## config.mk

```make
export PLATFORM = sky130hd
export DESIGN_NAME = rob_top
export DESIGN_NICKNAME = d
export VERILOG_FILES = /design/src/common/rob_pkg.sv /design/src/rob_entry_file/rob_entry.sv /design/src/rob_entry_file/rob_entry_file.sv /design/src/design/rob_dispatch.sv /design/src/design/rob_retire.sv /design/src/design/rob_top.sv
export VERILOG_INCLUDE_DIRS = /design/src /design/src/common
export SDC_FILE = /design/constraint.sdc
export NUM_CORES = 1
export LEC_CHECK = 0
export BUFFER_PORTS_ARGS = -buffer_cell sky130_fd_sc_hd__buf_2
export CAP_MARGIN = 0
export CORE_MARGIN = 2
export CORE_UTILIZATION = 45
export CTS_BUF_LIST = sky130_fd_sc_hd__clkbuf_8
export DETAILED_ROUTE_END_ITERATION = 8
export GPL_ROUTABILITY_DRIVEN = 0
export HOLD_SLACK_MARGIN = 0.08
export MAX_ROUTING_LAYER = met4
export PLACE_DENSITY_LB_ADDON = 0.3
export SYNTH_ARGS = -nofsm -noshare
export SYNTH_HDL_FRONTEND = slang
export SYNTH_SLANG_ARGS = --single-unit
```

## constraint.sdc

```tcl
create_clock -name clock -period 6.6 [get_ports clock]
set_input_delay 0.99 -clock clock [delete_from_list [all_inputs] [get_ports clock]]
set_output_delay 0.99 -clock clock [all_outputs]
set_load 0.01 [all_outputs]
```

## src/common/rob_macros.svh

```systemverilog
// sizing constants for the two-wide reorder buffer
// ROB_ENTRIES must equal 2**ROB_TAG_BITS, since head and tail wrap by overflow
`ifndef ROB_MACROS_SVH
`define ROB_MACROS_SVH

// buffer geometry
`define ROB_ENTRIES   16
`define ROB_TAG_BITS  4

// datapath widths
`define REG_BITS      5
`define VALUE_BITS    32

// destination shown on a retire port that is idle
`define ZERO_REG      31

`endif

```

## src/common/rob_pkg.sv

```systemverilog
// types shared by all reorder buffer blocks
// widths come from rob_macros.svh
`include "rob_macros.svh"

package rob_pkg;

  typedef logic [`ROB_TAG_BITS-1:0] rob_tag_t;
  typedef logic [`REG_BITS-1:0]     reg_idx_t;
  typedef logic [`VALUE_BITS-1:0]   value_t;

  // lifetime of one buffer slot
  typedef enum logic [1:0] {
    EMPTY    = 2'b00,
    IN_USE   = 2'b01,
    COMPLETE = 2'b10
  } entry_state_t;

  typedef struct packed {
    logic     valid;
    reg_idx_t dest;
  } dispatch_t;

  // one common data bus beat, valid marks a live broadcast
  typedef struct packed {
    logic     valid;
    rob_tag_t tag;
    value_t   value;
    logic     mispredicted;
  } cdb_t;

  typedef struct packed {
    entry_state_t state;
    reg_idx_t     dest;
    value_t       value;
    logic         mispredicted;
  } entry_view_t;

  typedef struct packed {
    logic     valid;
    rob_tag_t tag;
    reg_idx_t dest;
    value_t   value;
    logic     mispredicted;
  } retire_t;

endpackage

```

## src/rob_entry_file/rob_entry.sv

```systemverilog
// one reorder buffer slot with its own CDB tag compare
// a dispatch write wins over a CDB match, cdb1 wins over cdb2
`timescale 1ns/1ps

module rob_entry
  import rob_pkg::*;
#(
  parameter rob_tag_t ENTRY_TAG = '0
)
(
  input  logic        clock,
  input  logic        reset,
  input  logic        write,
  input  reg_idx_t    dest_in,
  input  cdb_t        cdb1,
  input  cdb_t        cdb2,
  output entry_view_t view
);

  entry_state_t state;
  entry_state_t state_next;
  reg_idx_t     dest;
  value_t       value;
  logic         mispredicted;
  logic         cdb1_match;
  logic         cdb2_match;

  // only a slot waiting on its result listens to the buses
  assign cdb1_match = (state == IN_USE) && cdb1.valid && (cdb1.tag == ENTRY_TAG);
  assign cdb2_match = (state == IN_USE) && cdb2.valid && (cdb2.tag == ENTRY_TAG);

  always_comb
  begin
    state_next = state;
    if (write)
      state_next = IN_USE;
    else if (cdb1_match || cdb2_match)
      state_next = COMPLETE;
  end

  // reset here also carries the retire free strobe
  always_ff @(posedge clock)
  begin
    if (reset)
      state <= EMPTY;
    else
      state <= state_next;
  end

  always_ff @(posedge clock)
  begin
    if (write)
      dest <= dest_in;
    else if (cdb1_match)
    begin
      value        <= cdb1.value;
      mispredicted <= cdb1.mispredicted;
    end
    else if (cdb2_match)
    begin
      value        <= cdb2.value;
      mispredicted <= cdb2.mispredicted;
    end
  end

  assign view = '{state: state, dest: dest, value: value, mispredicted: mispredicted};

endmodule

```

## src/rob_entry_file/rob_entry_file.sv

```systemverilog
// array of reorder buffer slots, indexed by tag
// each slot is cleared by the global reset or by its retire free strobe
// rob_empty is high only when every slot is EMPTY
`timescale 1ns/1ps
`include "rob_macros.svh"

module rob_entry_file
  import rob_pkg::*;
(
  input  logic                    clock,
  input  logic                    reset,
  input  logic [`ROB_ENTRIES-1:0] write_en,
  input  reg_idx_t                write_dest [`ROB_ENTRIES],
  input  logic [`ROB_ENTRIES-1:0] free_en,
  input  cdb_t                    cdb1,
  input  cdb_t                    cdb2,
  output entry_view_t             views      [`ROB_ENTRIES],
  output logic [`ROB_ENTRIES-1:0] empty_mask,
  output logic                    rob_empty
);

  logic [`ROB_ENTRIES-1:0] entry_reset;

  //////////////////////////////////////////////////////////////////////
  // slot instances
  //////////////////////////////////////////////////////////////////////
  genvar i;
  generate
    for (i = 0; i < `ROB_ENTRIES; i++)
    begin : g_entry
      // free and reset both return the slot to EMPTY
      assign entry_reset[i] = reset || free_en[i];

      rob_entry #(
        .ENTRY_TAG (rob_tag_t'(i))
      ) u_entry (
        .clock   (clock),
        .reset   (entry_reset[i]),
        .write   (write_en[i]),
        .dest_in (write_dest[i]),
        .cdb1    (cdb1),
        .cdb2    (cdb2),
        .view    (views[i])
      );

      assign empty_mask[i] = (views[i].state == EMPTY);
    end
  endgenerate

  //////////////////////////////////////////////////////////////////////
  // occupancy
  //////////////////////////////////////////////////////////////////////
  assign rob_empty = &empty_mask;

endmodule

```

## src/design/rob_dispatch.sv

```systemverilog
// tail side of the reorder buffer
// both slots ahead of the tail must be EMPTY or nothing is taken this cycle
// tags and write strobes are combinational, the tail moves at the edge
`timescale 1ns/1ps
`include "rob_macros.svh"

module rob_dispatch
  import rob_pkg::*;
(
  input  logic                    clock,
  input  logic                    reset,
  input  dispatch_t               dispatch1,
  input  dispatch_t               dispatch2,
  input  logic [`ROB_ENTRIES-1:0] empty_mask,
  output logic [`ROB_ENTRIES-1:0] write_en,
  output reg_idx_t                write_dest [`ROB_ENTRIES],
  output rob_tag_t                tag1,
  output rob_tag_t                tag2,
  output logic                    tag1_valid,
  output logic                    tag2_valid,
  output logic                    rob_full
);

  rob_tag_t tail;
  rob_tag_t tail_plus_one;
  logic     accept1;
  logic     accept2;

  assign tail_plus_one = tail + rob_tag_t'(1);
  assign rob_full      = !(empty_mask[tail] && empty_mask[tail_plus_one]);

  assign accept1 = dispatch1.valid && !rob_full;
  assign accept2 = dispatch2.valid && !rob_full;

  // lowest valid input takes the tail slot
  assign tag1       = tail;
  assign tag2       = accept1 ? tail_plus_one : tail;
  assign tag1_valid = accept1;
  assign tag2_valid = accept2;

  // when only dispatch2 is accepted tag1 equals tag2, so the first arm falls through
  always_comb
  begin
    for (int i = 0; i < `ROB_ENTRIES; i++)
    begin
      write_en[i]   = 1'b0;
      write_dest[i] = reg_idx_t'(`ZERO_REG);
      if (accept1 && (rob_tag_t'(i) == tag1))
      begin
        write_en[i]   = 1'b1;
        write_dest[i] = dispatch1.dest;
      end
      else if (accept2 && (rob_tag_t'(i) == tag2))
      begin
        write_en[i]   = 1'b1;
        write_dest[i] = dispatch2.dest;
      end
    end
  end

  always_ff @(posedge clock)
  begin
    if (reset)
      tail <= '0;
    else
      tail <= tail + rob_tag_t'(accept1) + rob_tag_t'(accept2);
  end

endmodule

```

## src/design/rob_retire.sv

```systemverilog
// head side of the reorder buffer
// a second instruction retires only when neither head entry is mispredicted
// idle retire ports show ZERO_REG and zero fields
`timescale 1ns/1ps
`include "rob_macros.svh"

module rob_retire
  import rob_pkg::*;
(
  input  logic                    clock,
  input  logic                    reset,
  input  entry_view_t             views [`ROB_ENTRIES],
  output retire_t                 retire1,
  output retire_t                 retire2,
  output logic [`ROB_ENTRIES-1:0] free_en
);

  rob_tag_t    head;
  rob_tag_t    head_plus_one;
  entry_view_t head_view;
  entry_view_t next_view;
  logic        retire_one;
  logic        retire_two;

  // build one retire port, blank unless it fires
  function automatic retire_t make_retire(logic fire, rob_tag_t tag, entry_view_t view);
    retire_t r;
    r.valid        = 1'b0;
    r.tag          = '0;
    r.dest         = reg_idx_t'(`ZERO_REG);
    r.value        = '0;
    r.mispredicted = 1'b0;
    if (fire)
    begin
      r.valid        = 1'b1;
      r.tag          = tag;
      r.dest         = view.dest;
      r.value        = view.value;
      r.mispredicted = view.mispredicted;
    end
    return r;
  endfunction

  assign head_plus_one = head + rob_tag_t'(1);
  assign head_view     = views[head];
  assign next_view     = views[head_plus_one];

  //////////////////////////////////////////////////////////////////////
  // retire selection
  //////////////////////////////////////////////////////////////////////
  assign retire_one = (head_view.state == COMPLETE);
  assign retire_two = retire_one && (next_view.state == COMPLETE) &&
                      !head_view.mispredicted && !next_view.mispredicted;

  assign retire1 = make_retire(retire_one, head, head_view);
  assign retire2 = make_retire(retire_two, head_plus_one, next_view);

  // retired slots go back to EMPTY at the edge
  always_comb
  begin
    for (int i = 0; i < `ROB_ENTRIES; i++)
      free_en[i] = (retire_one && (rob_tag_t'(i) == head)) ||
                   (retire_two && (rob_tag_t'(i) == head_plus_one));
  end

  always_ff @(posedge clock)
  begin
    if (reset)
      head <= '0;
    else
      head <= head + rob_tag_t'(retire_one) + rob_tag_t'(retire_two);
  end

endmodule

```

## src/design/rob_top.sv

```systemverilog
// two-wide reorder buffer top level
// dispatch is refused as a whole while rob_full is high, the source must retry
// retire outputs are combinational off the entry state
`timescale 1ns/1ps
`include "rob_macros.svh"

module rob_top
  import rob_pkg::*;
(
  input  logic      clock,
  input  logic      reset,
  input  dispatch_t dispatch1,
  input  dispatch_t dispatch2,
  input  cdb_t      cdb1,
  input  cdb_t      cdb2,
  output rob_tag_t  tag1,
  output rob_tag_t  tag2,
  output logic      tag1_valid,
  output logic      tag2_valid,
  output retire_t   retire1,
  output retire_t   retire2,
  output logic      rob_full,
  output logic      rob_empty
);

  logic [`ROB_ENTRIES-1:0] empty_mask;
  logic [`ROB_ENTRIES-1:0] write_en;
  logic [`ROB_ENTRIES-1:0] free_en;
  reg_idx_t                write_dest [`ROB_ENTRIES];
  entry_view_t             views      [`ROB_ENTRIES];

  // allocation at the tail
  rob_dispatch u_dispatch (
    .clock      (clock),
    .reset      (reset),
    .dispatch1  (dispatch1),
    .dispatch2  (dispatch2),
    .empty_mask (empty_mask),
    .write_en   (write_en),
    .write_dest (write_dest),
    .tag1       (tag1),
    .tag2       (tag2),
    .tag1_valid (tag1_valid),
    .tag2_valid (tag2_valid),
    .rob_full   (rob_full)
  );

  // in-order retirement at the head
  rob_retire u_retire (
    .clock   (clock),
    .reset   (reset),
    .views   (views),
    .retire1 (retire1),
    .retire2 (retire2),
    .free_en (free_en)
  );

  rob_entry_file u_entry_file (
    .clock      (clock),
    .reset      (reset),
    .write_en   (write_en),
    .write_dest (write_dest),
    .free_en    (free_en),
    .cdb1       (cdb1),
    .cdb2       (cdb2),
    .views      (views),
    .empty_mask (empty_mask),
    .rob_empty  (rob_empty)
  );

endmodule

```

Yosys cells after proc, flatten, opt, wreduce, memory -nomap -nowiden --
Cells that the tools add are included.
Operators by class: add/sub/neg operators 6, magnitude comparators 4, equal/unequal tests 108, multiplexer cells 173, bitwise operators 18, reductions and logical operators 272
Operators by type and width (count):
- two-way mux 32 bit | 32
- binary-select mux 40 bit (select 4 bit) | 2
- two-way mux 40 bit | 4
- two-way mux 5 bit | 32
- logical AND 1 bit | 134
- == test 4 bit (first input constant) | 32
- two-way mux 1 bit | 98
- two-way mux 43 bit | 2
- == test 3 x 4 -> 1 bit (first input constant) | 16
- == test 4 bit (second input constant) | 16
- nonzero test 2 bit | 32
- logical OR 1 bit | 48
- == test 2 x 1 -> 1 bit (second input constant) | 16
- == test 2 x 4 -> 1 bit (first input constant) | 8
- == test 4 x 3 -> 1 bit (second input constant) | 8
- logical NOT 2 bit | 16
- AND reduction 2 bit | 16
- OR reduction 2 bit | 16
- logical NOT 4 bit | 6
- adder 4 x 1 -> 4 bit | 4
- == test 1 x 4 -> 1 bit (first input constant) | 4
- == test 4 x 2 -> 1 bit (second input constant) | 4
- NOT 1 bit | 16
- AND reduction 16 bit | 1
- 9 further kinds | 18
Storage, ports and cells: register bits after elaboration 648, input port bits 90, output and inout port bits 98

Logic depth before layout (Yosys ltp) --
Gate-level depths: netlist of the first run.
depth after elaboration 13, depth in mapped cells 17

Hierarchy --
Synthesis of the first run repeated with hierarchy kept, for this count alone.
Second synthesis, totals: cell total of the unflattened synthesis 2594, area total of the unflattened synthesis 41971.5 sq um
Modules (own cells, without submodules):
- rob_retire | instances 1, cells an instance 835, area an instance 11071.9 sq um, sequential area each 80.1 sq um
- rob_entry (u_entry_file.g_entry[10].u_entry ...) | instances 5, cells an instance 87, area an instance 1780.5 sq um, sequential area each 1181.1 sq um
- rob_entry (u_entry_file.g_entry[1].u_entry ...) | instances 2, cells an instance 87, area an instance 1795.5 sq um, sequential area each 1181.1 sq um
- rob_entry (u_entry_file.g_entry[4].u_entry ...) | instances 2, cells an instance 87, area an instance 1790.5 sq um, sequential area each 1181.1 sq um
- rob_entry (u_entry_file.g_entry[11].u_entry ...) | instances 2, cells an instance 87, area an instance 1775.5 sq um, sequential area each 1181.1 sq um
- rob_entry (u_entry_file.g_entry[13].u_entry ...) | instances 2, cells an instance 88, area an instance 1669.1 sq um, sequential area each 1181.1 sq um
- rob_dispatch | instances 1, cells an instance 326, area an instance 2371.0 sq um, sequential area each 80.1 sq um
- rob_entry (u_entry_file.g_entry[0].u_entry) | instances 1, cells an instance 87, area an instance 1785.5 sq um, sequential area each 1181.1 sq um
- rob_entry (u_entry_file.g_entry[3].u_entry) | instances 1, cells an instance 88, area an instance 1781.7 sq um, sequential area each 1181.1 sq um
- rob_entry (u_entry_file.g_entry[15].u_entry) | instances 1, cells an instance 87, area an instance 1779.2 sq um, sequential area each 1181.1 sq um
- rob_entry_file | instances 1, cells an instance 38, area an instance 219.0 sq um, sequential area each 0.0 sq um

Worst setup path before layout of the first run --
OpenSTA, ideal clock, no wires.
path type register -> register, start point reg u_dispatch.tail[1], in the netlist u_dispatch.tag1[1], end point reg u_entry_file.g_entry[11].u_entry.mispredicted, enable pin, data arrival time 4.007 ns, data required time 6.177 ns, setup slack 2.170 ns, cell stages (with the launch flop) 12, path buffers 2, clock period less this slack 4.430 ns, path through dfxtp_1 -> ha_1 -> xnor2_4 -> mux4_2 -> and3_1 -> nor4_2 -> nor2_2 -> buf_4 -> buf_6 -> nand2_1 -> inv_1 -> nor2_1
On the way: word-level cells in the longest chain between the ends 12
Ends and longest elaborated chain:
- start: declaration | RTL line rob_dispatch.sv:24 | rob_tag_t tail;
- start signal: assignment | RTL line rob_dispatch.sv:66 | tail <= tail + rob_tag_t'(accept1) + rob_tag_t'(accept2);
- adder 4 x 1 -> 4 bit | RTL line rob_dispatch.sv:29 | assign tail_plus_one = tail + rob_tag_t'(1);
- binary-select mux 1 bit (select 4 bit) | RTL line rob_dispatch.sv:30 | assign rob_full = !(empty_mask[tail] && empty_mask[tail_plus_one]);
- two-way mux 1 bit (not written as such) | RTL line rob_dispatch.sv:30
- logical AND 1 bit | RTL line rob_dispatch.sv:30
- logical AND 1 bit | RTL line rob_dispatch.sv:32 | assign accept1 = dispatch1.valid && !rob_full;
- two-way mux 4 bit | RTL line rob_dispatch.sv:37 | assign tag2 = accept1 ? tail_plus_one : tail;
- == test 4 bit | RTL line rob_dispatch.sv:53 | else if (accept2 && (rob_tag_t'(i) == tag2))
- logical AND 1 bit | RTL line rob_dispatch.sv:53
- two-way mux 1 bit | RTL line rob_dispatch.sv:53
- two-way mux 1 bit * | RTL line rob_dispatch.sv:48 | if (accept1 && (rob_tag_t'(i) == tag1))
- named net u_entry_file.g_entry[11].u_entry.write | RTL line rob_entry.sv:13 | input logic write,
- NOT 1 bit (no source line) *
- AND reduction 2 bit (no source line) *
- end signal: assignment | RTL line rob_entry.sv:57 | mispredicted <= cdb1.mispredicted;
- end signal: assignment | RTL line rob_entry.sv:62 | mispredicted <= cdb2.mispredicted;
- end: declaration | RTL line rob_entry.sv:24 | logic mispredicted;
The timed path passes the listed nets; every way through them passes the cells marked *. The select of a mux whose other input is x is not followed. A chain may end at the register's enable or synchronous reset.

==> run summary, run 1 <==
======================================================================================
H-Tree Depth ............................................................            3
Class of the tightest hold or removal check .............................   reg -> reg
Placement Rows ..........................................................          108
Final clock period utilization by the worst path ........................        93.0%
Top Family by Delay on Critical Path .................................... buffers and inverters
Final setup fails .......................................................            0
Share of flip-flops with an asynchronous set or reset ...................           0%
Vias in the first global route ..........................................        27882
Critical Path Fanout Max ................................................           37
Core area ...............................................................    86600 µm²
Number of distinct standard cells referenced by the synthesized netlist .           87
Vias after detailed routing .............................................        28042
Clk buf depth ...........................................................            3
Count of unresolved DRC violations after routing ........................            0
Die ar. .................................................................    89600 µm²
Actual slew at the worst max-slew pin ...................................      1220 ps
Height of the die .......................................................       299 µm
Footprint of the multi-input gates ......................................    19100 µm²
Die width ...............................................................       299 µm
Worst slew margin .......................................................        18.3%
Placed wire-length estimate .............................................      77.2 mm
Buffers inserted during post-CTS setup optimization .....................            0
Commonest register cell after synthesis ................................. sky130_fd_sc_hd__edfxtp_1
Clock transition at path regs ...........................................        70 ps
Count of flip-flops with a built-in enable after synthesis ..............          608
Wire length of the first global-routing pass ............................       188 mm
P_leak ..................................................................      14.6 nW
Top cells by count, synth ............................................... sky130_fd_sc_hd__nand2_1, sky130_fd_sc_hd__edfxtp_1, sky130_fd_sc_hd__mux4_2
Number of filler instances in the final layout ..........................         7314
Total buffers and inverters traversed by the critical path ..............            4
TritonCTS sink count ....................................................          648
Sort of element at the end of the critical path ......................... primary output
Final net count .........................................................         3103
Summed instance area of the synthesized netlist .........................    39300 µm²
Count of placed standard cells in the final layout, fillers left out ....         4250
Fraction of layout instances using a drive strength above 1 .............        38.7%
Count of synthesis-stage warnings from yosys ............................            0
GRT Total Usage .........................................................        29.3%
Starting density of the core ............................................        45.3%
Post-synthesis sequential area ratio ....................................        48.5%
Status ..................................................................    completed
Leftover overflow at the end of global routing ..........................            0
Final hold viol count ...................................................            0
CP Data Required Time ...................................................      5610 ps
CTS tree ................................................................         done
Root cell of the clock tree ............................................. sky130_fd_sc_hd__clkbuf_8
Slowest cell on the critical path ....................................... sky130_fd_sc_hd__dfxtp_4
Leading post-synthesis cells by cell area ............................... sky130_fd_sc_hd__edfxtp_1, sky130_fd_sc_hd__mux4_2, sky130_fd_sc_hd__mux2_2, sky130_fd_sc_hd__nand2_1, sky130_fd_sc_hd__dfxtp_1
Crit path DAT ...........................................................      5140 ps
Critical path start-end classification ..................................   reg -> out
Average size of a mapped cell ...........................................     13.5 µm²
Area taken by flip-flops and latches ....................................    19100 µm²
Fmax achieved ...........................................................      163 MHz
Worst vdd rail ir drop ..................................................     0.289 mV
Number of maximum-capacitance constraint violations .....................            0
Dominant cell type by area after synthesis .............................. sky130_fd_sc_hd__edfxtp_1
Clock period minus final worst setup slack ..............................      6130 ps
Top-area cell type share of the netlist area ............................        46.5%
Register bit count reported by yosys ....................................          648
Wire length per cell ....................................................      30.1 µm
Critical path's largest stage delay .....................................       750 ps
Worst clock skew ........................................................      41.2 ps
DRC marker count from the first detailed-route iteration ................         3886
Post-DR vias/cell .......................................................         6.60
Nature of the critical path startpoint ..................................         flop
Port Buffers ............................................................          186
Layout-stage area growth over the synthesis result ......................        10.3%
Largest net degree at the start of global routing .......................          148
Number of top-level design ports ........................................          188
Pins over their slew limit ..............................................            0
First-pass DRT Iterations ...............................................            6
Initial antenna violation count .........................................           18
Ratio of total power to cell area .......................................   271 nW/µm²
Chain of cells forming the critical path ................................ inv_2, ha_4, buf_4, buf_4, mux4_2, mux4_2, nor2b_1, buf_2
Post-cts repair resize count ............................................            0
Instance count of the mapped netlist ....................................         2913
Total nets after synthesis ..............................................         3017
Count of nets left with antenna violations after detail routing .........            0
Setup repair after global routing missed its margin .....................           no
Routed Wire Length ......................................................       128 mm
Num CTS Buffers .........................................................          108
# hold bufs at CTS ......................................................            0
Most frequent cell after synthesis ...................................... sky130_fd_sc_hd__nand2_1
Worst-case hold slack ...................................................       539 ps
DP Cell Count ...........................................................         4044
Sum of negative setup slack .............................................         0 ps
Worst R2R Setup Slack ...................................................       950 ps
Clock insertion delay at the later pin of the skew report ...............       760 ps
======================================================================================
## final timing paths
check | start | endpoint | depth (start not counted)
setup / recovery | u_retire.head[1] | retire2[7] | 8
hold / removal | u_entry_file.g_entry[14].u_entry.state[0] | u_entry_file.g_entry[14].u_entry.state[0] | 2
hold reg to reg | u_entry_file.g_entry[14].u_entry.state[0] | u_entry_file.g_entry[14].u_entry.state[0] | 2
setup reg to reg | u_dispatch.tag1[0] | u_entry_file.g_entry[2].u_entry.value[10] | 11
## per-stage QoR
| stage | total power, mW | setup WS [ps] | area (µm²) | util, % |
|---|---|---|---|---|
| after global placement | 8.21 | 1310 | 41200 | 47.6 |
| after CTS | 11.8 | 385 | 43300 | 50.0 |
| after global routing | 12.2 | 162 | 43300 | 50.0 |
| after detailed placement | 8.26 | 1160 | 41200 | 47.6 |
| after floorplan | 7.42 | 2170 | 39300 | - |
| final | 11.7 | 465 | 43300 | 50.0 |
## per-layer routing
metal	share of wire [%]	global-route usage [%]	routed length, µm	vias up
met5	0	-	0	-
met4	4.1	11.5	5270	0
met3	11	6.38	13900	393
met2	48	46.0	61400	1922
met1	37	37.1	47300	14265
li1	-	-	-	11462
## placed cells by master, fill, tap and decap left out, drive strengths merged, types with 6 or more instances in the layout
| master | count |
|---|---|
| a31oi | 21 |
| o21ba | 6 |
| o21ai | 21 |
| a2bb2oi | 18 |
| diode | 14 |
| or4 | 8 |
| mux2 | 331 |
| buf | 255 |
| a211oi | 7 |
| nand3 | 25 |
| clkbuf | 113 |
| and3 | 13 |
| and2 | 12 |
| o32a | 26 |
| nand3b | 7 |
| inv | 66 |
| or2 | 8 |
| dfxtp | 40 |
| nor3b | 9 |
| o31ai | 15 |
| mux4 | 382 |
| o21a | 8 |
| xnor2 | 12 |
| ha | 12 |
| nor3 | 37 |
| nor2b | 93 |
| nand2 | 644 |
| and4 | 6 |
| bufinv | 6 |
| or3 | 9 |
| nor2 | 77 |
| o22a | 22 |
| clkinv | 43 |
| edfxtp | 608 |
| a21oi | 30 |
| nand2b | 7 |
## flip-flops by register name (all words and copies together) (netlist names)
| name | count |
|---|---|
| u_retire.head | 4 |
| u_entry_file.g_entry.u_entry.value | 512 |
| u_dispatch.tag1 | 4 |
| u_entry_file.g_entry.u_entry.mispredicted | 16 |
| u_entry_file.g_entry.u_entry.state | 32 |
| u_entry_file.g_entry.u_entry.dest | 80 |
## worst register-to-register path: stages (launching register included)
cell and delay, ps:
sky130_fd_sc_hd__dfxtp_1 940, sky130_fd_sc_hd__ha_1 450, sky130_fd_sc_hd__xnor2_4 210, sky130_fd_sc_hd__a211oi_1 80, sky130_fd_sc_hd__a2111oi_1 620, sky130_fd_sc_hd__nor4_2 230
sky130_fd_sc_hd__nor2_2 780, sky130_fd_sc_hd__inv_2 360, sky130_fd_sc_hd__o31ai_1 890, sky130_fd_sc_hd__buf_4 290, sky130_fd_sc_hd__nor2_4 50, sky130_fd_sc_hd__buf_4 380
## area by class of cell
cell class                      instances  area share, %
Tap cell                             1155           3.34
Inverter                               40          0.347
Clock inverter                         79           1.16
Timing Repair Buffer                  255           3.43
Clock buffer                          113           3.59
Sequential cell                       648           44.0
Antenna cell                           14         0.0809
Multi-Input combinational cell       1946           44.0
## power by group
part | total [mW] | switching (mW) | leakage [nW] | internal (mW)
logic | 3.57 | 1.92 | 7.55 | 1.66
registers | 4.65 | 0.0813 | 5.90 | 4.57
clock network | 3.52 | 1.71 | 1.14 | 1.81
## logic make-up (layout without fill, tap and decap cells)
| logic type | Yosys count | after routing | synth area share [%] |
|---|---|---|---|
| fa+ha+maj | 14 | 14 | 0.484 |
| simple gates | 979 | 979 | 11.2 |
| buf+inv | 319 | 487 | 3.43 |
| other cells | 1 | 15 | 0.00955 |
| flops | 648 | 648 | 48.5 |
| compound gates | 222 | 222 | 4.52 |
| xor+xnor | 13 | 13 | 0.357 |
| mux | 717 | 717 | 31.5 |
Power figures use the tool's default switching activity.
==> inputs of run 2 (changes only) <==
Settings changed: CORE_UTILIZATION 45 to 43.
Clock period 6.6 ns to 5.52 ns, I/O delays scaled along.
==> run summary, run 2 (same netlist as run 1, synthesis figures left out) <==
=====================================================================================
Status .................................................................    completed
Vias in the first global route .........................................        27897
CTS tree ...............................................................         done
Setup repair after global routing missed its margin ....................           no
Placed wire-length estimate ............................................      77.3 mm
Die width ..............................................................       306 µm
Worst R2R Setup Slack ..................................................       940 ps
Summed area of non-filler cells in the final layout ....................    43400 µm²
Placement Rows .........................................................          110
TritonCTS sink count ...................................................          648
Worst slack, placed ....................................................      1110 ps
Count of nets left with antenna violations after detail routing ........            0
Clock insertion delay at the later pin of the skew report ..............       800 ps
Buffers inserted during post-CTS setup optimization ....................            0
Nature of the critical path startpoint .................................         flop
Crit path DAT ..........................................................      4420 ps
# hold bufs at CTS .....................................................            0
Layout-stage area growth over the synthesis result .....................        10.6%
P_leak .................................................................      14.7 nW
Vias after detailed routing ............................................        28280
Post-cts repair resize count ...........................................            0
Startpoint of the most critical register-to-register path .............. u_dispatch.tag1[1]
Actual slew at the worst max-slew pin ..................................      1200 ps
Clock period minus final worst setup slack .............................      5240 ps
Critical path start-end classification .................................   reg -> out
Port Buffers ...........................................................          186
Root cell of the clock tree ............................................ sky130_fd_sc_hd__clkbuf_8
Initial antenna violation count ........................................           14
Starting density of the core ...........................................        43.5%
Fraction of layout instances using a drive strength above 1 ............        38.5%
Final hold viol count ..................................................            0
Height of the die ......................................................       306 µm
Pins over their slew limit .............................................            0
Final core utilization .................................................        48.1%
Count of unresolved DRC violations after routing .......................            0
Registers with the highest flip-flop counts ............................ u_entry_file.g_entry.u_entry.value: 512 flops, u_entry_file.g_entry.u_entry.dest: 80 flops, u_entry_file.g_entry.u_entry.state: 32 flops
Die ar. ................................................................    93700 µm²
Class of the tightest hold or removal check ............................    in -> reg
Core area ..............................................................    90300 µm²
DRC marker count from the first detailed-route iteration ...............         3907
Most frequent standard cell in the layout excluding fill and tap cells . sky130_fd_sc_hd__nand2_1
Fmax achieved ..........................................................      191 MHz
Sort of element at the end of the critical path ........................ primary output
Largest net degree at the start of global routing ......................          134
Number of top-level design ports .......................................          188
R2r worst-path depth ...................................................           11
Leftover overflow at the end of global routing .........................            0
Power, Total ...........................................................      14.1 mW
Sum of negative setup slack ............................................         0 ps
Number of maximum-capacitance constraint violations ....................            0
Worst vdd rail ir drop .................................................     0.196 mV
Ratio of total power to cell area ......................................   324 nW/µm²
Destination of the worst register-to-register timing path .............. u_entry_file.g_entry[4].u_entry.value[24]
Final net count ........................................................         3113
Commonest non-fill, non-tap cells in the layout ........................ sky130_fd_sc_hd__nand2_1, sky130_fd_sc_hd__edfxtp_1, sky130_fd_sc_hd__mux4_2, sky130_fd_sc_hd__mux2_2, sky130_fd_sc_hd__buf_2
Setup WS post-layout ...................................................       275 ps
Worst slew margin ......................................................        19.3%
Critical Path Fanout Max ...............................................           29
Routed Wire Length .....................................................       133 mm
First-pass DRT Iterations ..............................................            6
GRT Total Usage ........................................................        29.0%
Wire length per cell ...................................................      31.0 µm
Worst clock skew .......................................................      87.4 ps
Final clock period utilization by the worst path .......................        95.0%
Post-DR vias/cell ......................................................         6.61
CP Data Required Time ..................................................      4690 ps
Wire length of the first global-routing pass ...........................       194 mm
Clk buf depth ..........................................................            3
Critical path destination ..............................................  retire2[26]
Num CTS Buffers ........................................................          111
Cell Area, Placed ......................................................    41400 µm²
Register with the most flip-flops ...................................... u_entry_file.g_entry.u_entry.value
Hold Path Stages .......................................................            2
Clock transition at path regs ..........................................        60 ps
Number of flip-flops under the largest register name ...................          512
Launch point of the worst path ......................................... u_retire.head[1]
H-Tree Depth ...........................................................            3
Final setup fails ......................................................            0
=====================================================================================
-- run 2: power breakdown --
part,internal [mW],switching [mW]
clock network,2.04,2.11
logic,2.02,2.35
registers,5.46,0.0879
-- run 2: worst min-delay path by stage --
stage                                                         start                                        end  slack, ps
final                                                         reset                         u_dispatch.tag1[2]        500
after global routing                                       cdb1[22]  u_entry_file.g_entry[4].u_entry.value[21]        500
after CTS                                                     reset                         u_dispatch.tag1[3]        440
after detailed placement  u_entry_file.g_entry[14].u_entry.state[0]  u_entry_file.g_entry[14].u_entry.state[0]        510
after global placement    u_entry_file.g_entry[14].u_entry.state[0]  u_entry_file.g_entry[14].u_entry.state[0]        510
after floorplan           u_entry_file.g_entry[14].u_entry.state[0]  u_entry_file.g_entry[14].u_entry.state[0]        470
-- run 2: per-layer routing --
| metal | wire, µm | track usage, % |
|---|---|---|
| met1 | 50100 | 38.2 |
| met2 | 62300 | 44.8 |
| met3 | 15500 | 6.44 |
| met4 | 4850 | 9.74 |
| met5 | 0 | - |
-- run 2: final cells by class --
cell class	instances	area, µm²
Multi-Input combinational cell	1946	19100
Tap cell	1176	1470
Clock buffer	112	1540
Sequential cell	648	19100
Clock inverter	86	482
Inverter	40	150
Fill cell	7871	46800
Antenna cell	11	27.5
Timing Repair Buffer	262	1610
-- run 2: per-stage QoR --
| stage | std cells | hold slack [ps] |
|---|---|---|
| after floorplan | 2913 | 466 |
| after global placement | 4072 | 510 |
| after detailed placement | 4072 | 513 |
| after CTS | 4270 | 443 |
| after global routing | 4278 | 496 |
| final | 4281 | 496 |
-- run 2: critical path, stage by stage (launching register included) --
cell	delay, ps
sky130_fd_sc_hd__dfxtp_4	660
sky130_fd_sc_hd__buf_4	510
sky130_fd_sc_hd__nor3b_1	90
sky130_fd_sc_hd__a311oi_1	270
sky130_fd_sc_hd__a211oi_1	180
sky130_fd_sc_hd__o41ai_2	1000
sky130_fd_sc_hd__or2_4	310
sky130_fd_sc_hd__buf_4	310
sky130_fd_sc_hd__nor2b_1	110
sky130_fd_sc_hd__buf_2	150
